File: src/io_pkg.sv
package io_pkg;

	// bus widths
	localparam int addr_w = 15;
	localparam int byte_w = 8;
	localparam int reg_w = 16;

	// interrupt sources and their position in the interrupt vector
	localparam int num_irq = 2;
	localparam int irq_overflow = 0;
	localparam int irq_compare = 1;

	// byte address map, the word address on each bank is half of these
	localparam logic [15:0] wdt_kick_addr = 16'h0000;
	localparam logic [15:0] irq_enable_addr = 16'h0010;
	localparam logic [15:0] irq_active_addr = 16'h0012;
	localparam logic [15:0] timer_config_addr = 16'h0018;
	localparam logic [15:0] timer_counter_addr = 16'h001A;
	localparam logic [15:0] timer_reload_addr = 16'h001C;
	localparam logic [15:0] timer_compare_addr = 16'h001E;
	localparam logic [15:0] wdt_config_addr = 16'h0020;
	localparam logic [15:0] wdt_timeout_addr = 16'h0022;
	localparam logic [15:0] gpio_ddr_addr = 16'h0028;
	localparam logic [15:0] gpio_odr_addr = 16'h002A;
	localparam logic [15:0] gpio_idr_addr = 16'h002C;

	// register within a peripheral, gpio and irq controller reuse the first codes
	typedef enum logic [1:0] {sel_config, sel_counter, sel_reload, sel_compare} reg_sel_t;

	localparam int cfg_enable = 0; // enable bit in timer and watchdog config

	// replace only the bytes whose lane strobe is high
	function automatic logic [reg_w-1:0] lane_merge(input logic [reg_w-1:0] old_val,
		input logic [1:0] lane, input logic [reg_w-1:0] new_val);
		lane_merge = old_val;
		if (lane[0])
			lane_merge[byte_w-1:0] = new_val[byte_w-1:0];
		if (lane[1])
			lane_merge[reg_w-1:byte_w] = new_val[reg_w-1:byte_w];
	endfunction

endpackage

File: src/io_reg_if.sv
`timescale 1ns/1ps

// register access port of one peripheral
interface io_reg_if;

	logic [1:0] wr_lane; // bit 0 is the even low byte, bit 1 the odd high byte
	io_pkg::reg_sel_t wr_sel;
	logic [io_pkg::reg_w-1:0] wr_data;
	io_pkg::reg_sel_t rd_sel;
	logic [io_pkg::reg_w-1:0] rd_data; // combinational from rd_sel

	modport bus
	(
		output wr_lane, wr_sel, wr_data, rd_sel,
		input rd_data
	);

	modport periph
	(
		input wr_lane, wr_sel, wr_data, rd_sel,
		output rd_data
	);

endinterface

File: src/io_timer.sv
`timescale 1ns/1ps

module io_timer
(
	input logic clk,
	input logic rst_n,
	io_reg_if.periph regs,
	output logic overflow_irq,
	output logic compare_irq
);

	logic [io_pkg::byte_w-1:0] cfg;
	logic [io_pkg::reg_w-1:0] counter;
	logic [io_pkg::reg_w-1:0] reload;
	logic [io_pkg::reg_w-1:0] compare;
	logic running;
	logic counter_wr;

	assign running = cfg[io_pkg::cfg_enable];
	// a bus write to the counter overrides counting in that cycle
	assign counter_wr = (regs.wr_sel == io_pkg::sel_counter) && (|regs.wr_lane);

	always_ff @(posedge clk)
	begin
		if (!rst_n)
		begin
			cfg <= '0;
			counter <= '0;
			reload <= '0;
			compare <= '0;
			overflow_irq <= 1'b0;
			compare_irq <= 1'b0;
		end
		else
		begin
			if (regs.wr_sel == io_pkg::sel_config && regs.wr_lane[0])
				cfg <= regs.wr_data[io_pkg::byte_w-1:0]; // config is a single byte
			if (regs.wr_sel == io_pkg::sel_reload)
				reload <= io_pkg::lane_merge(reload, regs.wr_lane, regs.wr_data);
			if (regs.wr_sel == io_pkg::sel_compare)
				compare <= io_pkg::lane_merge(compare, regs.wr_lane, regs.wr_data);

			if (counter_wr)
				counter <= io_pkg::lane_merge(counter, regs.wr_lane, regs.wr_data);
			else if (running)
				counter <= (counter == '1) ? reload : counter + 1'b1; // wrap loads reload

			// both pulses last one cycle, the counter never holds a value twice while running
			overflow_irq <= running && !counter_wr && (counter == '1);
			compare_irq <= running && (counter == compare);
		end
	end

	always_comb
	begin
		case (regs.rd_sel)
			io_pkg::sel_config:
				regs.rd_data = {{(io_pkg::reg_w - io_pkg::byte_w){1'b0}}, cfg};
			io_pkg::sel_counter:
				regs.rd_data = counter;
			io_pkg::sel_reload:
				regs.rd_data = reload;
			default:
				regs.rd_data = compare;
		endcase
	end

endmodule

File: src/flat_wrapper.sv
// flat-port wrapper written by rule: the top's interface ports become plain ports
module io_timer_flat 
  (clk, rst_n, overflow_irq, compare_irq, regs_wr_lane, regs_wr_sel, regs_wr_data, regs_rd_sel, regs_rd_data);
  io_reg_if regs_i ();
  input logic clk;
  input logic rst_n;
  output logic overflow_irq;
  output logic compare_irq;
  input wire logic [$bits(regs_i.wr_lane)-1:0] regs_wr_lane;
  input wire logic [$bits(regs_i.wr_sel)-1:0] regs_wr_sel;
  input wire logic [$bits(regs_i.wr_data)-1:0] regs_wr_data;
  input wire logic [$bits(regs_i.rd_sel)-1:0] regs_rd_sel;
  output wire logic [$bits(regs_i.rd_data)-1:0] regs_rd_data;
  assign regs_i.wr_lane = regs_wr_lane;
  assign regs_i.wr_sel = regs_wr_sel;
  assign regs_i.wr_data = regs_wr_data;
  assign regs_i.rd_sel = regs_rd_sel;
  assign regs_rd_data = regs_i.rd_data;
  io_timer u_core (.clk(clk), .rst_n(rst_n), .regs(regs_i), .overflow_irq(overflow_irq), .compare_irq(compare_irq));
endmodule
File: config.mk
export PLATFORM = sky130hd
export DESIGN_NAME = io_timer_flat
export DESIGN_NICKNAME = d
export VERILOG_FILES = /design/src/io_pkg.sv /design/src/io_reg_if.sv /design/src/io_timer.sv /design/src/flat_wrapper.sv
export SDC_FILE = /design/constraint.sdc
export NUM_CORES = 1
export LEC_CHECK = 0
export BUFFER_PORTS_ARGS = -buffer_cell sky130_fd_sc_hd__buf_2
export CAP_MARGIN = 10
export CORE_ASPECT_RATIO = 0.8
export CORE_MARGIN = 2
export CORE_UTILIZATION = 42
export DETAILED_ROUTE_END_ITERATION = 12
export GPL_ROUTABILITY_DRIVEN = 0
export SLEW_MARGIN = 30
export SYNTH_ARGS = -nofsm -noshare
export SYNTH_HDL_FRONTEND = slang
export SYNTH_SLANG_ARGS = --single-unit
File: constraint.sdc
create_clock -name clk -period 4.6 [get_ports clk]
set_clock_uncertainty 0.1 [all_clocks]
set_input_delay 0.92 -clock clk [delete_from_list [all_inputs] [get_ports clk]]
set_output_delay 0.92 -clock clk [all_outputs]
set_load 0.05 [all_outputs]
==> out/results.tsv <==
metric	value	unit
status	complete, no violations	
# IOs	42	
Syn Area/Cell	9.62	µm²
RSZ-0062 raised after global routing	no	
Clock transition at path regs	0.06	ns
CTS sink cnt	58	
crit path capture type	primary output	
EDFF count, synth	0	
Critical Path AT	2.38	ns
largest net degree at the start of global routing	44	
gr ovfl total	0	
CTS max path bufs	2	
max-cap violations	0	
CTS tree	done	
XOR/XNOR share of the synthesized area	0.0601	
Mapped Nets	373	
H-tree depth	3	
Routed WL	9.04	mm
slew margin rel.	0.477	
CTS Hold Buffers Added	0	
setup ws final	1.20	ns
worst skew pair latency	0.34	ns
Mapped Area	0.00335	mm²
post-route ant nets	0	
Post-Synth Simple-Gate Area	0.172	
fin nets	399	
Slew @ Worst Pin	0.783	ns
Fmax achieved	294	MHz
post-synthesis mux area share	0.210	
# DRC	0	
# Post-CTS Setup Buffers	0	
Power per Cell Area	321	mW/mm²
Place WS	1.19	ns
dpl cells	471	
Post-Layout Cell Count	486	
hpwl dp	6.24	mm
setup violators final	0	
WL/cell	18.6	µm
r2r worst-path depth	6	
via count	2777	
adder-cell share of the synthesized area	0.00374	
Fin Setup TNS	0	ns
initial antenna violation count	0	
ys async rst share	0	
Num CTS Buffers	9	
Mapped Cells	348	
CTS Root Cell	clkbuf_8	
Synth cell types	68	
Yosys reg bits	58	
vias per cell	5.71	
Die X	104	µm
Max VDD drop	0.000167	V
Ys Warns	0	
Hold Path Depth	2	
DRT iter0 DRCs	182	
Synth-to-Final Area Change	11.5	%
Seq/Total Area, Yosys	0.347	
Critical Path Start Type	primary input	
CORE AREA	0.00784	mm²
crit path kind	in -> out	
Die H	83.9	µm
CP max FO	17	
post_cts resized	0	
fin crit period	3.40	ns
final period utilization	0.740	
DR pass1 iterations	4	
first-pass GRT wire length	14.6	mm
Starting Density	0.427	
Slew Viols, Final	0	
vias in the first global route	2695	
largest family of logic cells by synthesized area	multiplexers	
leakage power	1.63	nW
# diodes	0	
hold crit path type	reg -> reg	
Critical Path RT	3.58	ns
Synth Area in Compound Gates	0.145	
gr usage total	0.215	
ys flop type	dfxtp_1	
die area	0.00871	mm²
final hold viol count	0	
PortBufs	41	
# rows	29	
share of cells above drive strength 1	0.238	
==> worst max-delay path, stage by stage <==
cell and delay, ns:
buf_2 0.26, nor2b_1 0.68, a22o_1 0.26, buf_2 0.26
==> layout by cell type (no fill, tap or decap), drive strengths merged, types with 4 or more instances in the layout <==
cell,n
mux4,8
o21ai,7
o211ai,7
a22o,9
nor4,4
buf,45
nand2,15
o221ai,6
nand3b,4
xnor2,16
clkbuf,13
a21oi,15
mux2,8
nor2b,4
nor2,47
nand3,11
a31oi,4
dfxtp,58
xor2,7
nand4,7
mux2i,43
==> state kept, by name, indices dropped and copies added, names as in the netlist <==
register	cells
u_core.overflow_irq	1
u_core.compare_irq	1
u_core.reload	16
u_core.compare	16
u_core.cfg	8
u_core.counter	16
==> per-layer routing <==
| layer | part of all wire | global-route usage | routed length, µm |
|---|---|---|---|
| met4 | 0.012 | 0.0676 | 112 |
| met5 | 0 | 0 | 0 |
| met3 | 0.073 | 0.0500 | 663 |
| met2 | 0.42 | 0.304 | 3840 |
| met1 | 0.49 | 0.322 | 4420 |
==> cells by family after synthesis <==
logic type,Yosys count
AOI/OAI and AO/OA,65
and+or+nand+nor,108
xor gates and xnor gates,23
muxes,59
DFF,58
buffers and inverters,34
adders and majority gates,1
==> Yosys cell counts (7+ instances only) <==
| cell type | count | area [µm²] |
|---|---|---|
| nor2_1 | 47 | 176 |
| dfxtp_1 | 58 | 1160 |
| o211ai_1 | 7 | 52.6 |
| nand3_1 | 9 | 45.0 |
| mux2i_1 | 43 | 430 |
| xnor2_1 | 16 | 140 |
| a21oi_1 | 14 | 70.1 |
| mux2_2 | 8 | 90.1 |
| nand2_1 | 14 | 52.6 |
| clkbuf_1 | 14 | 52.6 |
| mux4_2 | 7 | 158 |
| a22o_1 | 9 | 78.8 |
| xor2_1 | 7 | 61.3 |
==> area by class of cell <==
class,instances,area [µm²]
fill,785,4100
multi-input combinational,256,1980
sequential,58,1160
timing repair buffer,45,235
clock buffer,13,169
tap,108,135
clock inverter,2,35.0
inverter,4,15.0
==> final timing paths <==
| kind | from | to | slack [ns] |
|---|---|---|---|
| worst max-delay path | regs_rd_sel[1] | regs_rd_data[13] | 1.20 |
| worst min-delay path | u_core.cfg[1]$_SDFFE_PN0P_ | u_core.cfg[1]$_SDFFE_PN0P_ | 0.40 |
| worst max register to register | u_core.counter[1]$_SDFFE_PN0P_ | u_core.counter[2]$_SDFFE_PN0P_ | 2.24 |
| worst min register to register | u_core.cfg[1]$_SDFFE_PN0P_ | u_core.cfg[1]$_SDFFE_PN0P_ | 0.40 |
==> metrics by stage <==
step	instance area [µm²]	total power, W	hold slack (ns)	util
after floorplan	3350	0.000671	0.352	-
after global placement	3530	0.000715	0.368	0.450
after detailed placement	3530	0.000717	0.386	0.451
after CTS	3730	0.00121	0.404	0.477
after global routing	3730	0.00125	0.429	0.477
final	3730	0.00120	0.395	0.477
==> report_power, final <==
part           switching [W]  internal [W]
combinational      0.0000989     0.0000639
clock               0.000200      0.000291
sequential         0.0000236      0.000520
total               0.000323      0.000875
No activity file was read; power rests on OpenSTA's default activity.
