===== config.mk =====
export PLATFORM = sky130hd
export DESIGN_NAME = io_watchdog_flat
export DESIGN_NICKNAME = d
export VERILOG_FILES = /design/src/io_pkg.sv /design/src/io_reg_if.sv /design/src/io_watchdog.sv /design/src/flat_wrapper.sv
export SDC_FILE = /design/constraint.sdc
export NUM_CORES = 1
export LEC_CHECK = 0
export BUFFER_PORTS_ARGS = -buffer_cell sky130_fd_sc_hd__buf_2
export CORE_MARGIN = 2
export CORE_UTILIZATION = 40
export DETAILED_ROUTE_END_ITERATION = 12
export HOLD_SLACK_MARGIN = 0.03
export PLACE_DENSITY = 0.68
export SYNTH_ARGS = -nofsm -noshare
export SYNTH_HDL_FRONTEND = slang
export SYNTH_SLANG_ARGS = --single-unit

===== constraint.sdc =====
create_clock -name clk -period 1.9 [get_ports clk]
set_input_delay 0.19 -clock clk [delete_from_list [all_inputs] [get_ports clk]]
set_output_delay 0.19 -clock clk [all_outputs]
set_load 0.01 [all_outputs]

===== src/io_pkg.sv =====
package io_pkg;

	// bus widths
	localparam int addr_w = 15;
	localparam int byte_w = 8;
	localparam int reg_w = 16;

	// interrupt sources and their position in the interrupt vector
	localparam int num_irq = 2;
	localparam int irq_overflow = 0;
	localparam int irq_compare = 1;

	// byte address map, the word address on each bank is half of these
	localparam logic [15:0] wdt_kick_addr = 16'h0000;
	localparam logic [15:0] irq_enable_addr = 16'h0010;
	localparam logic [15:0] irq_active_addr = 16'h0012;
	localparam logic [15:0] timer_config_addr = 16'h0018;
	localparam logic [15:0] timer_counter_addr = 16'h001A;
	localparam logic [15:0] timer_reload_addr = 16'h001C;
	localparam logic [15:0] timer_compare_addr = 16'h001E;
	localparam logic [15:0] wdt_config_addr = 16'h0020;
	localparam logic [15:0] wdt_timeout_addr = 16'h0022;
	localparam logic [15:0] gpio_ddr_addr = 16'h0028;
	localparam logic [15:0] gpio_odr_addr = 16'h002A;
	localparam logic [15:0] gpio_idr_addr = 16'h002C;

	// register within a peripheral, gpio and irq controller reuse the first codes
	typedef enum logic [1:0] {sel_config, sel_counter, sel_reload, sel_compare} reg_sel_t;

	localparam int cfg_enable = 0; // enable bit in timer and watchdog config

	// replace only the bytes whose lane strobe is high
	function automatic logic [reg_w-1:0] lane_merge(input logic [reg_w-1:0] old_val,
		input logic [1:0] lane, input logic [reg_w-1:0] new_val);
		lane_merge = old_val;
		if (lane[0])
			lane_merge[byte_w-1:0] = new_val[byte_w-1:0];
		if (lane[1])
			lane_merge[reg_w-1:byte_w] = new_val[reg_w-1:byte_w];
	endfunction

endpackage


===== src/io_reg_if.sv =====
`timescale 1ns/1ps

// register access port of one peripheral
interface io_reg_if;

	logic [1:0] wr_lane; // bit 0 is the even low byte, bit 1 the odd high byte
	io_pkg::reg_sel_t wr_sel;
	logic [io_pkg::reg_w-1:0] wr_data;
	io_pkg::reg_sel_t rd_sel;
	logic [io_pkg::reg_w-1:0] rd_data; // combinational from rd_sel

	modport bus
	(
		output wr_lane, wr_sel, wr_data, rd_sel,
		input rd_data
	);

	modport periph
	(
		input wr_lane, wr_sel, wr_data, rd_sel,
		output rd_data
	);

endinterface


===== src/io_watchdog.sv =====
`timescale 1ns/1ps

module io_watchdog
(
	input logic clk,
	input logic rst_n,
	input logic kick,
	input logic trap,
	io_reg_if.periph regs,
	output logic reset
);

	logic [io_pkg::byte_w-1:0] cfg;
	logic [io_pkg::reg_w-1:0] timeout;
	logic [io_pkg::reg_w-1:0] counter;
	logic cfg_wr;
	logic running;
	logic start;
	logic expire;

	assign cfg_wr = (regs.wr_sel == io_pkg::sel_config) && regs.wr_lane[0];
	assign running = cfg[io_pkg::cfg_enable];
	// rising enable seen at the config write itself, so the load happens at that edge
	assign start = cfg_wr && regs.wr_data[io_pkg::cfg_enable] && !running;
	assign expire = running && !kick && (counter == '0);

	always_ff @(posedge clk)
	begin
		if (!rst_n)
		begin
			cfg <= '0;
			timeout <= '0;
			counter <= '0;
			reset <= 1'b0;
		end
		else
		begin
			if (cfg_wr)
				cfg <= regs.wr_data[io_pkg::byte_w-1:0];
			if (regs.wr_sel == io_pkg::sel_reload)
				timeout <= io_pkg::lane_merge(timeout, regs.wr_lane, regs.wr_data);

			if (start || (running && kick))
				counter <= timeout;
			else if (running)
				counter <= expire ? timeout : counter - 1'b1;

			// a pulse is never stretched, even with a zero timeout or a held trap
			reset <= (expire || trap) && !reset;
		end
	end

	always_comb
	begin
		case (regs.rd_sel)
			io_pkg::sel_config:
				regs.rd_data = {{(io_pkg::reg_w - io_pkg::byte_w){1'b0}}, cfg};
			io_pkg::sel_counter:
				regs.rd_data = counter; // running count, not mapped on the bus
			io_pkg::sel_reload:
				regs.rd_data = timeout;
			default:
				regs.rd_data = '0;
		endcase
	end

endmodule


===== src/flat_wrapper.sv =====
// flat-port wrapper written by rule: the top's interface ports become plain ports
module io_watchdog_flat 
  (clk, rst_n, kick, trap, reset, regs_wr_lane, regs_wr_sel, regs_wr_data, regs_rd_sel, regs_rd_data);
  io_reg_if regs_i ();
  input logic clk;
  input logic rst_n;
  input logic kick;
  input logic trap;
  output logic reset;
  input wire logic [$bits(regs_i.wr_lane)-1:0] regs_wr_lane;
  input wire logic [$bits(regs_i.wr_sel)-1:0] regs_wr_sel;
  input wire logic [$bits(regs_i.wr_data)-1:0] regs_wr_data;
  input wire logic [$bits(regs_i.rd_sel)-1:0] regs_rd_sel;
  output wire logic [$bits(regs_i.rd_data)-1:0] regs_rd_data;
  assign regs_i.wr_lane = regs_wr_lane;
  assign regs_i.wr_sel = regs_wr_sel;
  assign regs_i.wr_data = regs_wr_data;
  assign regs_i.rd_sel = regs_rd_sel;
  assign regs_rd_data = regs_i.rd_data;
  io_watchdog u_core (.clk(clk), .rst_n(rst_n), .kick(kick), .trap(trap), .regs(regs_i), .reset(reset));
endmodule

==> run summary <==
The worst setup path is of the register to register kind. Data arrives at the worst endpoint at approximately 2.1 ns. The final clock period utilization by the worst path came out at 101.9%. The die outline area came out at between 6000 and 7000 um2. The post-synthesis sequential area ratio is a little over a third. In the global route stage, overall resource usage came out at a little over a fifth. The number of placed instances with taps included came out at a little under 400.

The synthesis-to-layout area growth came out at 33.53%. The cell type of the slowest stage on the worst timing path is sky130_fd_sc_hd__or4_4. The routability congestion estimate from global placement is just over 0.9. The worst setup path is launched from a register.

Fill cells in the final layout number 501. The H-tree level count is 2. The cell family with the largest share of critical-path delay is simple AND/OR/NAND/NOR gates.

The total chip power came out at between 2 and 2.5 mW. The placed wire-length estimate came out at roughly 4600 um. The register-to-register path setup slack came out at -0.04 ns. The synthesis warning total is 0. The post-detailed-route via-to-cell ratio came out at a little under 6. The worst setup margin is -0.03597 ns.

The areal power density over the cells came out at roughly 800 nW/um2. The number of antenna diodes in the final layout is 0. The maximum frequency from static timing analysis is about 520 MHz. The slew at the pin with the worst max-slew slack came out at between 0.6 and 0.7 ns. Setup repair after global routing could not meet its margin everywhere.

From left edge to right edge, the die measures approximately 80 um. Setup violations remaining at the end of the flow were counted as 5. The delay of the slowest cell on the worst path came out at approximately 0.57 ns.

The total I/O pin count is 43. On the final layout, the worst hold slack is around 0.15 ns. In this run, the number of DRC markers left after iteration 0 of detailed routing was just under 200. The global-route wire length before repair came out at between 10000 and 15000 um. The proportion of synthesized flip-flops having asynchronous set or reset is 0%. The maximum number of buffers from clock root to sink is 2. The number of hold-slack violations in the final timing report is 0. The data required time of the critical path is 2.08 ns. The clock reaches the later pin of the worst-skew pair after about 0.30 ns. The TritonCTS clock tree is done. The worst setup path is captured at a register. The final critical path time including I/O delays and setup is just under 2 ns. The maximum ir drop on the vdd rail came out at roughly 0.47 mV. The count of unresolved DRC violations after routing is 0. Max-cap violations in this run came to 0.

The placeable core region came out at between 5000 and 6000 um2. The via count of the first global-routing pass came to between 2k and 2.5k. The worst setup slack before clock tree synthesis came out at -0.09747 ns. Global routing finished with a remaining overflow of 0. The net count after synthesis came out at 294.

At the end of the flow, the number of nets in the layout was 364. Entering global routing, the biggest net connects 18 pins. Clock-pin slew was measured on the worst setup and hold paths at roughly 0.080 ns.

The most used flip-flop cell after synthesis is sky130_fd_sc_hd__dfxtp_1. The effective utilization at floorplan is 41.69%. The clock sink count is 41. Each instance of the synthesized netlist takes up on average 8.651 um2.

The number of buffers created by CTS is 5. In this run the clock root is driven by a sky130_fd_sc_hd__clkbuf_8. The number of buffers and inverters on the critical path came out at 1. Before antenna repair, the detailed router went through 4 iterations.

The routed length per instance is between 15 and 20 um. The commonest non-fill, non-tap cell in the layout is sky130_fd_sc_hd__buf_2. The checks that failed: setup timing.

Counting every instance in the synthesized netlist gives ~270. The count of pins over their slew limit is 0. The number of library cell types mapped by synthesis came out at 44. The netlist area before placement is ~2300 um2.

In the layout the commonest cells are 42 x sky130_fd_sc_hd__buf_2, 39 x sky130_fd_sc_hd__dfxtp_1, 36 x sky130_fd_sc_hd__mux2i_1. Cells with a size suffix above 1 make up 32.25% of the layout. The worst min-delay path category is primary input to register. The total via count in the routed design came out at roughly 2.4k. The worst clock skew came out at 0.009673 ns. The synthesized design contains 0 enable-type register cells. After detailed routing, the total wire length is slightly below 7000 um. The worst pin sits at a relative slew slack of roughly three fifths.

The static leakage came out at 1.373 nW. The signal on the critical path passes through or4_4, nor4_4, buf_6, a21oi_4, o311a_1. The die height is around 80 um. The run finished, with violations left. After clock tree synthesis, the flow added hold-fix buffers numbering 0. The final sum of negative setup slack came out at -0.09011 ns.

The count of nets left with antenna violations once routing finished came out at 0. Buffers placed on the I/O ports in this run total 42. The highest fanout seen on the critical path came out at 9. The number of flip-flops and latches in the synthesized netlist is between 40 and 50.

The final non-filler cell total is between 400 and 500. The number of antenna violations at the first check in global routing is 0. The row count came out at 27.
[stage by stage]
step | instance area, um2 | util, %
5_1_grt | 3084 | 55.67
3_5_place_dp | 2819 | 50.88
4_1_cts | 2974 | 53.68
6_report | 3084 | 55.67
2_1_floorplan | 2331 | -
3_3_place_gp | 2819 | 50.88
[final cells by class]
| cell class | instances | area, um2 | share of cell area (%) |
|---|---|---|---|
| Sequential cell | 41 | 823.3 | 26.69 |
| Clock buffer | 6 | 72.57 | 2.353 |
| Clock inverter | 2 | 38.79 | 1.258 |
| Tap cell | 72 | 90.09 | 2.921 |
| Timing Repair Buffer | 79 | 511.7 | 16.59 |
| Inverter | 3 | 11.26 | 0.3651 |
| Multi-Input combinational cell | 207 | 1536 | 49.82 |
[what timing repair did]
action                                 4_1_cts  5_1_grt
endpoints found under the hold margin        0        0
gates resized for setup                      8       17
setup endpoints to repair                   16       17
pin swaps                                    7       10
setup buffers                                0        2
gates cloned                                 1        1
[path summary, 6_finish.rpt]
kind / depth (start not counted) / start / to
worst max register to register: 5 / u_core.counter[14]$_SDFFE_PN0P_ / u_core.counter[13]$_SDFFE_PN0P_
worst max-delay path: 5 / u_core.counter[14]$_SDFFE_PN0P_ / u_core.counter[13]$_SDFFE_PN0P_
worst min register to register: 1 / u_core.reset$_SDFF_PN0_ / u_core.reset$_SDFF_PN0_
worst min-delay path: 3 / regs_wr_data[9] / u_core.timeout[9]$_SDFFE_PN0P_
[power by group]
group / switching (mW) / internal [mW]
Sequential: 0.0404 / 0.903
Clock: 0.326 / 0.395
Combinational: 0.387 / 0.358
[flip-flops by register name (all words and copies together), names as in the netlist]
name	count
u_core.counter	16
u_core.timeout	16
u_core.cfg	8
u_core.reset	1
[cells in the mapped netlist (4+ instances only)]
library cell / count / area, um2
sky130_fd_sc_hd__clkbuf_1: 16 / 60.06
sky130_fd_sc_hd__a22o_1: 8 / 70.07
sky130_fd_sc_hd__o21ai_0: 19 / 95.09
sky130_fd_sc_hd__nand2_1: 19 / 71.32
sky130_fd_sc_hd__nor2b_1: 27 / 168.9
sky130_fd_sc_hd__o22ai_1: 4 / 25.02
sky130_fd_sc_hd__nand2b_1: 4 / 25.02
sky130_fd_sc_hd__dfxtp_1: 41 / 820.8
sky130_fd_sc_hd__nand3_1: 8 / 40.04
sky130_fd_sc_hd__o221ai_1: 4 / 35.03
sky130_fd_sc_hd__nor4_1: 6 / 37.54
sky130_fd_sc_hd__a21oi_1: 14 / 70.07
sky130_fd_sc_hd__nor3_1: 6 / 30.03
sky130_fd_sc_hd__mux2i_1: 36 / 360.4
sky130_fd_sc_hd__nor2_1: 10 / 37.54
[cell families after synthesis]
| family | count (synthesis) | share of synthesized area, % |
|---|---|---|
| multiplexers | 36 | 15.60 |
| adder cells (fa/ha/maj) | 1 | 0.5416 |
| AND/OR/NAND/NOR | 101 | 25.62 |
| buffers and inverters | 21 | 3.738 |
| AO/OA/AOI/OAI | 67 | 18.96 |
| flip-flops | 41 | 35.54 |
[tightest hold or removal path, delay by kind of cell]
kind	cells	cell delay, ns
simple gates	1	0.09
buf+inv	1	0.07
mux	1	0.05
[metal layers]
layer	global-route usage (%)	vias up	wire (um)
met4	5.424	0	81
li1	-	1129	-
met5	0	-	0
met2	36.33	90	3292
met1	29.46	1161	3118
met3	3.959	9	339
Power figures use the tool's default switching activity.
