===== config.mk =====
export PLATFORM = sky130hd
export DESIGN_NAME = io_irq_ctrl_flat
export DESIGN_NICKNAME = d
export VERILOG_FILES = /design/src/io_pkg.sv /design/src/io_reg_if.sv /design/src/io_irq_ctrl.sv /design/src/flat_wrapper.sv
export SDC_FILE = /design/constraint.sdc
export NUM_CORES = 1
export LEC_CHECK = 0
export BUFFER_PORTS_ARGS = -buffer_cell sky130_fd_sc_hd__buf_2
export CAP_MARGIN = 5
export CELL_PAD_IN_SITES_DETAIL_PLACEMENT = 1
export CELL_PAD_IN_SITES_GLOBAL_PLACEMENT = 1
export CORE_ASPECT_RATIO = 1.2
export CORE_MARGIN = 3
export CORE_UTILIZATION = 17
export DETAILED_ROUTE_END_ITERATION = 10
export PLACE_DENSITY_LB_ADDON = 0.1
export SETUP_SLACK_MARGIN = 0.5
export SLEW_MARGIN = 25
export SYNTH_ARGS = -nofsm -noshare
export SYNTH_HDL_FRONTEND = slang
export SYNTH_SLANG_ARGS = --single-unit
export TNS_END_PERCENT = 30

===== constraint.sdc =====
create_clock -name clk -period 0.83 [get_ports clk]
set_input_delay 0.166 -clock clk [delete_from_list [all_inputs] [get_ports clk]]
set_output_delay 0.166 -clock clk [all_outputs]
set_load 0.005 [all_outputs]

===== src/io_pkg.sv =====
package io_pkg;

	// bus widths
	localparam int addr_w = 15;
	localparam int byte_w = 8;
	localparam int reg_w = 16;

	// interrupt sources and their position in the interrupt vector
	localparam int num_irq = 2;
	localparam int irq_overflow = 0;
	localparam int irq_compare = 1;

	// byte address map, the word address on each bank is half of these
	localparam logic [15:0] wdt_kick_addr = 16'h0000;
	localparam logic [15:0] irq_enable_addr = 16'h0010;
	localparam logic [15:0] irq_active_addr = 16'h0012;
	localparam logic [15:0] timer_config_addr = 16'h0018;
	localparam logic [15:0] timer_counter_addr = 16'h001A;
	localparam logic [15:0] timer_reload_addr = 16'h001C;
	localparam logic [15:0] timer_compare_addr = 16'h001E;
	localparam logic [15:0] wdt_config_addr = 16'h0020;
	localparam logic [15:0] wdt_timeout_addr = 16'h0022;
	localparam logic [15:0] gpio_ddr_addr = 16'h0028;
	localparam logic [15:0] gpio_odr_addr = 16'h002A;
	localparam logic [15:0] gpio_idr_addr = 16'h002C;

	// register within a peripheral, gpio and irq controller reuse the first codes
	typedef enum logic [1:0] {sel_config, sel_counter, sel_reload, sel_compare} reg_sel_t;

	localparam int cfg_enable = 0; // enable bit in timer and watchdog config

	// replace only the bytes whose lane strobe is high
	function automatic logic [reg_w-1:0] lane_merge(input logic [reg_w-1:0] old_val,
		input logic [1:0] lane, input logic [reg_w-1:0] new_val);
		lane_merge = old_val;
		if (lane[0])
			lane_merge[byte_w-1:0] = new_val[byte_w-1:0];
		if (lane[1])
			lane_merge[reg_w-1:byte_w] = new_val[reg_w-1:byte_w];
	endfunction

endpackage


===== src/io_reg_if.sv =====
`timescale 1ns/1ps

// register access port of one peripheral
interface io_reg_if;

	logic [1:0] wr_lane; // bit 0 is the even low byte, bit 1 the odd high byte
	io_pkg::reg_sel_t wr_sel;
	logic [io_pkg::reg_w-1:0] wr_data;
	io_pkg::reg_sel_t rd_sel;
	logic [io_pkg::reg_w-1:0] rd_data; // combinational from rd_sel

	modport bus
	(
		output wr_lane, wr_sel, wr_data, rd_sel,
		input rd_data
	);

	modport periph
	(
		input wr_lane, wr_sel, wr_data, rd_sel,
		output rd_data
	);

endinterface


===== src/io_irq_ctrl.sv =====
`timescale 1ns/1ps

module io_irq_ctrl
(
	input logic clk,
	input logic rst_n,
	io_reg_if.periph regs,
	input logic [io_pkg::num_irq-1:0] irq_in,
	output logic interrupt
);

	logic [io_pkg::num_irq-1:0] enable;
	logic [io_pkg::num_irq-1:0] active;
	logic [io_pkg::num_irq-1:0] clear;

	// write one to clear on the active register, low byte only
	assign clear = (regs.wr_sel == io_pkg::sel_counter && regs.wr_lane[0]) ?
		regs.wr_data[io_pkg::num_irq-1:0] : '0;

	always_ff @(posedge clk)
	begin
		if (!rst_n)
		begin
			enable <= '0;
			active <= '0;
		end
		else
		begin
			if (regs.wr_sel == io_pkg::sel_config && regs.wr_lane[0])
				enable <= regs.wr_data[io_pkg::num_irq-1:0];
			active <= (active & ~clear) | irq_in; // an incoming pulse beats the clear
		end
	end

	assign interrupt = |(active & enable);

	always_comb
	begin
		regs.rd_data = '0;
		if (regs.rd_sel == io_pkg::sel_config)
			regs.rd_data[io_pkg::num_irq-1:0] = enable;
		else if (regs.rd_sel == io_pkg::sel_counter)
			regs.rd_data[io_pkg::num_irq-1:0] = active;
	end

endmodule


===== src/flat_wrapper.sv =====
// flat-port wrapper written by rule: the top's interface ports become plain ports
module io_irq_ctrl_flat 
  (clk, rst_n, irq_in, interrupt, regs_wr_lane, regs_wr_sel, regs_wr_data, regs_rd_sel, regs_rd_data);
  io_reg_if regs_i ();
  input logic clk;
  input logic rst_n;
  input logic [io_pkg::num_irq-1:0] irq_in;
  output logic interrupt;
  input wire logic [$bits(regs_i.wr_lane)-1:0] regs_wr_lane;
  input wire logic [$bits(regs_i.wr_sel)-1:0] regs_wr_sel;
  input wire logic [$bits(regs_i.wr_data)-1:0] regs_wr_data;
  input wire logic [$bits(regs_i.rd_sel)-1:0] regs_rd_sel;
  output wire logic [$bits(regs_i.rd_data)-1:0] regs_rd_data;
  assign regs_i.wr_lane = regs_wr_lane;
  assign regs_i.wr_sel = regs_wr_sel;
  assign regs_i.wr_data = regs_wr_data;
  assign regs_i.rd_sel = regs_rd_sel;
  assign regs_rd_data = regs_i.rd_data;
  io_irq_ctrl u_core (.clk(clk), .rst_n(rst_n), .regs(regs_i), .irq_in(irq_in), .interrupt(interrupt));
endmodule

==> results of run 1 <==
==> what timing repair did <==
item	4_1_cts	5_1_grt
setup endpoints to repair	7	7
gates resized for setup	4	3
pin swaps	2	3
setup buffers	1	0
==> sequential cells by signal (all words and copies together), names as in the netlist <==
signal / cells
u_core.active: 2
u_core.enable: 2
==> per-layer routing <==
layer | track usage | up-vias | part of all wire | routed length [µm]
met5 | 0 | - | 0 | 0
met4 | 0.1024 | 0 | 0.025 | 16
met3 | 0.003401 | 2 | 0.12 | 76
met2 | 0.08726 | 18 | 0.51 | 335
met1 | 0.06036 | 116 | 0.34 | 224
li1 | - | 132 | - | -
==> area by class of cell <==
cell class | count | area [µm²]
Tap cell | 18 | 22.52
Clock buffer | 3 | 22.52
Timing Repair Buffer | 14 | 78.83
Inverter | 2 | 7.507
Multi-Input combinational cell | 31 | 177.7
Fill cell | 226 | 1287
Sequential cell | 4 | 85.08
==> through the flow <==
stage / instances / setup slack [ns]
finish: 72 / -0.2210
global route: 72 / -0.2525
CTS: 72 / -0.2285
detailed placement: 68 / 0.006457
global placement: 68 / -0.01403
floorplan: 51 / 0.1418
==> worst max-delay path, cell delays in order (launching register included) <==
cell     delay, ns
dfxtp_2       0.32
a22o_1        0.21
buf_2         0.12
==> path summary, 6_finish.rpt <==
kind | endpoint | cells after the start
worst max-delay path | interrupt | 2
worst min-delay path | u_core.active[0]$_SDFF_PN0_ | 2
worst max register to register | u_core.active[0]$_SDFF_PN0_ | 3
worst min register to register | u_core.enable[1]$_SDFFE_PN0P_ | 2
==> kinds of logic after synthesis <==
logic type / share of synthesized area
and+or+nand+nor: 0.1406
other: 0.01204
AOI/OAI and AO/OA: 0.1004
DFF: 0.2570
muxes: 0.1285
buffers and inverters: 0.3615
==> synthesized netlist by cell type <==
cell type  count
a22o_1         1
a31oi_1        2
and3b_1        1
buf_4         14
conb_1         1
dfxtp_1        4
inv_1          2
mux2i_1        4
nand2_1        4
nor2_1         2
nor3b_2        1
o21ai_0        2
==> power by group through the flow <==
stage	logic, mW	clock network (mW)	registers (mW)
6_report	0.100	0.241	0.214
5_1_grt	0.117	0.259	0.216
4_1_cts	0.0953	0.250	0.214
3_5_place_dp	0.0848	0	0.217
3_3_place_gp	0.0845	0	0.217
2_1_floorplan	0.0910	0	0.214
==> results.py, run 1 <==
metrics = {
    "status": {
        "status": "complete, but fails checks",
        "violations": "setup timing",
    },
    "yosys": {
        "avgSynthCellArea_um2": 8.199,
        "ys_top_cells_by_area": "buf_4, dfxtp_1, mux2i_1, nand2_1, a31oi_1",
        "yosys.area.top_type_share": 0.3373,
        "synth_area_um2": 311.5,
        "synth_cells": 38,
        "ys_seq_area_frac": 0.2570,
        "yosysWarningCount": 0,
        "synth_top_area_cell": "buf_4",
        "synth_seq_cells": 4,
        "ys_types": 12,
    },
    "drt": {
        "drtIter0Drc": 1,
        "first_pass_iters": 3,
        "ant_nets": 0,
        "wl_um": 652,
        "routedWlPerCell_um": 9.056,
        "post_drt_via_cell_ratio": 3.722,
        "route.vias.total": 268,
        "route.detailed.drc": 0,
    },
    "finish": {
        "layout_commonest_cell": "conb_1",
        "final_area_um2": 394.1,
        "finalCoreUtilization": 0.2344,
        "syn2layout_area_growth_pct": 26.51,
        "n_antenna_cell": 0,
        "final_cell_mix": "conb_1, buf_2, mux2i_1, nand2_1, dfxtp_2",
        "drive_above_1_share": 0.4259,
        "fin_nets": 82,
    },
    "pwr": {
        "seq_power_share": 0.386,
        "p_leak_nw": 0.2163,
        "irDropWorstVdd_uv": 336.8,
        "p_per_area_nw_per_um2": 1409,
        "p_total_mw": 0.5552,
        "swShare": 0.2491,
        "power_switching_mw": 0.1383,
        "internal-power_mw": 0.4169,
        "clockPowerShare": 0.434,
        "power_frac_comb": 0.181,
    },
    "timing": {
        "period_needed_ns": 1.051,
        "slew_viol_final": 0,
        "tns_ns": -0.5788,
        "rsz0062_at_grt": "yes",
        "whs_ns": 0.1274,
        "timing.final.ws_setup_ns": -0.2210,
        "fin_worst_skew_ns": 0,
        "fmax_ghz": 0.9515,
        "setup_viol": 3,
        "hold_viol": 0,
        "finalCritPeriodShare": 1.266,
    },
    "grt": {
        "grt_use_total": 0.06117,
        "grt_pass1_wl_um": 959,
        "overflow": 0,
        "grt_pass1_vias": 240,
        "grt_max_degree": 7,
        "antenna_found_initial": 0,
    },
    "placed_design": {
        "port_buffers": 13,
        "dpl_cell_area_um2": 345.3,
        "place_congestion": 0.6133,
    },
    "floorplanning": {
        "fp.dieH_um": 52.90,
        "die_width_um": 45.08,
        "rows": 16,
        "io_pins": 43,
        "floorplan.initialDensity": 0.1853,
        "core_area_um2": 1682,
        "die_area_um2": 2385,
    },
    "clock_network": {
        "clock-sinks": 4,
        "cts_buffers": 3,
        "htreeDepth": 1,
        "clock_latency_ns": 0.23,
        "cts.clk_slew.worst_paths_ns": 0.04,
        "root_buffer": "clkbuf_4",
        "clockBufferDepth": 2,
        "hold_buffers": 0,
        "cts_tree": "done",
    },
    "worst_setup_path": {
        "worstReg2RegStart": "u_core.active[0]$_SDFF_PN0_",
        "crit_start": "u_core.enable[0]$_SDFFE_PN0P_",
        "cp_data_arrival_time_ns": 0.88,
        "endpoint_kind": "output port",
        "crit_fanout": 3,
        "cp-start-kind": "flip-flop",
        "worstSetupPathType": "flip-flop to output port",
        "r2r_slack_ns": 0.10,
        "required_ns": 0.66,
    },
    "worst_hold_path": {
        "worstHoldStart": "regs_wr_data[0]",
        "hp-class": "input port to flip-flop",
    },
    "job": {
        "maxCapViolCount": 0,
    },
}
No activity file was read; power rests on OpenSTA's default activity.
==> run 2: changes to the inputs <==
--- a/config.mk
+++ b/config.mk
@@ -11,7 +11,7 @@
 export CELL_PAD_IN_SITES_GLOBAL_PLACEMENT = 1
 export CORE_ASPECT_RATIO = 1.2
 export CORE_MARGIN = 3
-export CORE_UTILIZATION = 17
+export CORE_UTILIZATION = 15
 export DETAILED_ROUTE_END_ITERATION = 10
 export PLACE_DENSITY_LB_ADDON = 0.1
 export SETUP_SLACK_MARGIN = 0.5
==> constraint.sdc (replaced) <==
create_clock -name clk -period 0.9 [get_ports clk]
set_input_delay 0.18 -clock clk [delete_from_list [all_inputs] [get_ports clk]]
set_output_delay 0.18 -clock clk [all_outputs]
set_load 0.005 [all_outputs]
==> run 2 against run 1 <==
Compared with the run above:
- the run still ends with setup timing left
- wire length is 0.61% higher
- register-to-register slack better by 0.07 ns
- utilization is 2.2 points lower
- clock power is 11% lower
- non-clock buffer count stayed put
- power is 8.5% lower
- combinational power is 5% lower
- first-iteration DRC count is 100% lower
- flip-flop and latch count stayed put
- largest cell class unchanged
==> results.py, run 2 (synthesis results as in run 1) <==
metrics = {
    "worst_setup_path": {
        "cp_data_arrival_time_ns": 0.88,
        "reg2reg_depth": 3,
        "crit_chain": "a22o_1, buf_2",
        "worstReg2RegStart": "u_core.active[0]$_SDFF_PN0_",
        "crit_slowest_cell": "dfxtp_2",
        "crit_start": "u_core.active[0]$_SDFF_PN0_",
        "r2r_slack_ns": 0.17,
        "r2r-end": "u_core.active[0]$_SDFF_PN0_",
        "crit_fanout": 3,
        "slowest_delay_ns": 0.31,
        "worstSetupEndpoint": "interrupt",
        "required_ns": 0.72,
        "endpoint_kind": "output port",
        "worstSetupPathType": "flip-flop to output port",
        "cp-start-kind": "flip-flop",
    },
    "floorplanning": {
        "core_area_um2": 1893,
        "io_pins": 43,
        "die_width_um": 47.61,
        "fp.dieH_um": 55.93,
        "floorplan.initialDensity": 0.1646,
        "rows": 17,
        "die_area_um2": 2662,
    },
    "status": {
        "status": "complete, but fails checks",
        "violations": "setup timing",
    },
    "clock_network": {
        "root_buffer": "clkbuf_4",
        "htreeDepth": 1,
        "cts_buffers": 3,
        "hold_buffers": 0,
        "cts.clk_slew.worst_paths_ns": 0.03,
        "clock-sinks": 4,
        "clockBufferDepth": 2,
        "clock_latency_ns": 0.23,
        "cts_tree": "done",
    },
    "finish": {
        "drive_above_1_share": 0.4259,
        "final_area_um2": 401.6,
        "n_antenna_cell": 0,
        "layout_commonest_cell": "conb_1",
        "fin_nets": 82,
        "syn2layout_area_growth_pct": 28.92,
        "final_cell_mix": "conb_1, buf_2, mux2i_1, nand2_1, dfxtp_2",
        "finalCoreUtilization": 0.2122,
        "reg_top3": "u_core.active (2), u_core.enable (2)",
        "num-fill-cells": 234,
    },
    "pwr": {
        "p_leak_nw": 0.2184,
        "p_total_mw": 0.5077,
        "irDropWorstVdd_uv": 292.5,
        "p_per_area_nw_per_um2": 1264,
    },
    "timing": {
        "finalCritPeriodShare": 1.179,
        "tns_ns": -0.3902,
        "fmax_ghz": 0.9427,
        "timing.final.ws_setup_ns": -0.1608,
        "setup_viol": 3,
        "fin_worst_skew_ns": 0,
        "hold_viol": 0,
        "rsz0062_at_grt": "yes",
        "period_needed_ns": 1.061,
        "slew_viol_final": 0,
    },
    "drt": {
        "route.detailed.drc": 0,
        "drtIter0Drc": 0,
        "route.vias.total": 260,
        "wl_um": 656,
        "routedWlPerCell_um": 8.986,
        "ant_nets": 0,
        "first_pass_iters": 1,
        "post_drt_via_cell_ratio": 3.562,
    },
    "worst_hold_path": {
        "hp-class": "input port to flip-flop",
    },
    "placed_design": {
        "pre_cts_ws_ns": 0.05990,
        "port_buffers": 13,
        "dpl_cell_area_um2": 346.6,
        "place_congestion": 0.6177,
        "dpl.hpwl_um": 585.7,
    },
    "grt": {
        "grt_use_total": 0.05529,
        "grt_pass1_vias": 258,
        "grt_pass1_wl_mm": 1.007,
        "antenna_found_initial": 0,
        "grt_max_degree": 7,
        "overflow": 0,
    },
    "job": {
        "maxCapViolCount": 0,
    },
}
run 2: changes by cell type in the layout (fill, tap and decap cells not counted):
cell	change
buf_6	+1
buf_2	-1
run 2: cell type report:
class / instances / area (µm²) / area share
multi-input combinational: 31 / 177.7 / 0.4424
sequential: 4 / 85.08 / 0.2118
tap: 19 / 23.77 / 0.05919
clock buffer: 3 / 22.52 / 0.05607
timing repair buffer: 14 / 85.08 / 0.2118
inverter: 2 / 7.507 / 0.01869
run 2: worst min-delay path by stage:
stage | from | end | cells past startpoint
2_1_floorplan | regs_wr_data[1] | u_core.active[1]$_SDFF_PN0_ | 1
3_3_place_gp | regs_wr_data[1] | u_core.active[1]$_SDFF_PN0_ | 2
3_5_place_dp | regs_wr_data[1] | u_core.active[1]$_SDFF_PN0_ | 2
4_1_cts | regs_wr_data[1] | u_core.active[1]$_SDFF_PN0_ | 2
5_1_grt | regs_wr_data[0] | u_core.active[0]$_SDFF_PN0_ | 2
6_report | regs_wr_data[0] | u_core.active[0]$_SDFF_PN0_ | 2
run 2: routing by layer:
layer / up-vias / share of wire / global-route usage
li1: 129 / - / -
met1: 111 / 0.35 / 0.05631
met2: 18 / 0.49 / 0.08046
met3: 2 / 0.12 / 0.006472
met4: 0 / 0.032 / 0.06923
met5: - / 0 / 0
run 2: per-stage QoR:
step / instances / hold slack, ns
after CTS: 73 / 0.1467
after global routing: 73 / 0.1575
final: 73 / 0.1506
after detailed placement: 69 / 0.3904
after floorplan: 51 / 0.2727
after global placement: 69 / 0.3984
run 2: critical path, delay by kind of cell, from the launching register on:
kind	cells	cell delay [ns]
AO/OA/AOI/OAI	1	0.22
buffers and inverters	1	0.12
flip-flops	1	0.31
run 2: repair_timing:
action                                  4_1_cts  5_1_grt
buffers inserted                              1        0
gates cloned                                  0        0
gates resized for setup                       5        3
endpoints found under the setup margin        7        7
hold endpoints to repair                      0        0
pin swaps                                     3        2
run 2: power breakdown:
part           switching [mW]  internal, mW  leakage [nW]
registers             0.00744         0.190        0.0343
clock network          0.0660         0.149        0.0138
logic                  0.0476        0.0476         0.170
==> run 3: changes to the inputs <==
--- a/config.mk
+++ b/config.mk
@@ -13,6 +13,7 @@
 export CORE_MARGIN = 3
 export CORE_UTILIZATION = 15
 export DETAILED_ROUTE_END_ITERATION = 10
+export MAX_ROUTING_LAYER = met4
 export PLACE_DENSITY_LB_ADDON = 0.1
 export SETUP_SLACK_MARGIN = 0.5
 export SLEW_MARGIN = 25
==> run 3 against run 2 <==
Compared with the run above:
- the flow still finishes with violations (setup timing)
- via count unchanged
- clock power is essentially flat
- sequential power barely moved
- design area stayed put
- die area is the same
- worst setup slack is the same
- sequential share of layout area is the same
- hold slack about the same
- flip-flop and latch count did not move
- global-route usage increased by 0.14 points
- highest routed layer unchanged
==> results.py, run 3 (synthesis results as in run 1) <==
metrics = {
    "status": {
        "status": "complete, but fails checks",
        "violations": "setup timing",
    },
    "worst_setup_path": {
        "cp_data_arrival_time_ns": 0.88,
        "crit_fanout": 3,
        "path_delay_family": "flip-flops",
        "crit_chain": "a22o_1, buf_2",
        "worstSetupPathType": "flip-flop to output port",
        "endpoint_kind": "output port",
        "required_ns": 0.72,
        "path_depth": 2,
        "slowest_delay_ns": 0.31,
        "critPathBufInv": 1,
        "cp-start-kind": "flip-flop",
        "reg2reg_depth": 3,
        "crit_slowest_cell": "dfxtp_2",
    },
    "drt": {
        "route.vias.total": 260,
        "route.detailed.drc": 0,
        "routedWlPerCell_um": 8.986,
        "first_pass_iters": 1,
        "wl_um": 656,
        "post_drt_via_cell_ratio": 3.562,
        "drtIter0Drc": 0,
        "ant_nets": 0,
    },
    "finish": {
        "final_cell_mix": "conb_1, buf_2, mux2i_1, nand2_1, dfxtp_2",
        "n_antenna_cell": 0,
        "syn2layout_area_growth_pct": 28.92,
        "fin_nets": 82,
        "num-fill-cells": 234,
        "drive_above_1_share": 0.4259,
        "reg_top3": "u_core.active (2), u_core.enable (2)",
        "finalCoreUtilization": 0.2122,
        "layout_commonest_cell": "conb_1",
    },
    "timing": {
        "rsz0062_at_grt": "yes",
        "slew_viol_final": 0,
        "hold_viol": 0,
        "tns_ns": -0.3902,
        "fin_worst_skew_ns": 0,
        "timing.final.ws_setup_ns": -0.1608,
        "setup_viol": 3,
        "period_needed_ns": 1.061,
        "fmax_ghz": 0.9427,
        "finalCritPeriodShare": 1.179,
    },
    "placed_design": {
        "port_buffers": 13,
        "place_congestion": 0.6222,
        "dpl.hpwl_um": 585.7,
    },
    "clock_network": {
        "cts.clk_slew.worst_paths_ns": 0.03,
        "cts_buffers": 3,
        "clock_latency_ns": 0.23,
        "clock-sinks": 4,
        "htreeDepth": 1,
        "root_buffer": "clkbuf_4",
        "clockBufferDepth": 2,
        "cts_tree": "done",
        "hold_buffers": 0,
    },
    "floorplanning": {
        "die_width_um": 47.61,
        "io_pins": 43,
        "fp.dieH_um": 55.93,
        "floorplan.initialDensity": 0.1646,
        "core_area_um2": 1893,
        "die_area_um2": 2662,
        "rows": 17,
    },
    "pwr": {
        "irDropWorstVdd_uv": 292.5,
        "p_leak_nw": 0.2184,
        "p_per_area_nw_per_um2": 1264,
    },
    "worst_hold_path": {
        "holdPathStages": 2,
        "hp-class": "input port to flip-flop",
    },
    "grt": {
        "grt_pass1_vias": 259,
        "grt_pass1_wl_mm": 1.007,
        "overflow": 0,
        "antenna_found_initial": 0,
        "grt_max_degree": 7,
        "grt_use_total": 0.05666,
    },
    "job": {
        "maxCapViolCount": 0,
    },
}
[run 3: cell counts in the layout (fill, tap and decap cells not counted)]
Identical to the previous run, type by type.
[run 3: cell type report]
cell class / count / area [µm²] / area share
inverter: 2 / 7.507 / 0.01869
multi-input combinational: 31 / 177.7 / 0.4424
clock buffer: 3 / 22.52 / 0.05607
timing repair buffer: 14 / 85.08 / 0.2118
tap: 19 / 23.77 / 0.05919
sequential: 4 / 85.08 / 0.2118
[run 3: per-stage QoR]
stage | setup WS, ns | hold slack, ns | area [µm²] | total power, mW | instances
after floorplan | 0.1978 | 0.2727 | 362.8 | 0.2809 | 51
after global placement | 0.03886 | 0.3984 | 346.6 | 0.2791 | 69
after detailed placement | 0.05990 | 0.3904 | 346.6 | 0.2789 | 69
after CTS | -0.1738 | 0.1467 | 391.6 | 0.5181 | 73
after global routing | -0.1906 | 0.1575 | 401.6 | 0.5399 | 73
final | -0.1608 | 0.1504 | 401.6 | 0.5078 | 73
[run 3: final timing paths]
check	start	end	slack [ns]
worst min-delay path	regs_wr_data[1]	u_core.active[1]$_SDFF_PN0_	0.15
worst max-delay path	u_core.active[0]$_SDFF_PN0_	interrupt	-0.16
worst max register to register	u_core.active[0]$_SDFF_PN0_	u_core.active[0]$_SDFF_PN0_	0.17
worst min register to register	u_core.enable[0]$_SDFFE_PN0P_	u_core.enable[0]$_SDFFE_PN0P_	0.47
[run 3: report_power, final]
| group | switching [mW] | total (mW) | internal, mW |
|---|---|---|---|
| logic | 0.0476 | 0.0952 | 0.0476 |
| registers | 0.00744 | 0.198 | 0.190 |
| clock network | 0.0660 | 0.215 | 0.149 |
[run 3: repair_timing]
action	4_1_cts	5_1_grt
endpoints found under the setup margin	7	7
resized for setup	5	3
buffers inserted	1	0
pin swaps	3	2
[run 3: metal layers]
metal	up-vias	wire length [µm]	GRT usage
li1	129	-	-
met3	2	70	0
met2	18	323	0.08046
met4	0	21	0.06923
met1	111	241	0.06019
met5	-	0	-
[run 3: worst register-to-register path, cell delays in order (launching register included)]
cell and delay (ns):
dfxtp_2 0.31, buf_4 0.13, o21ai_2 0.11, a31oi_1 0.05
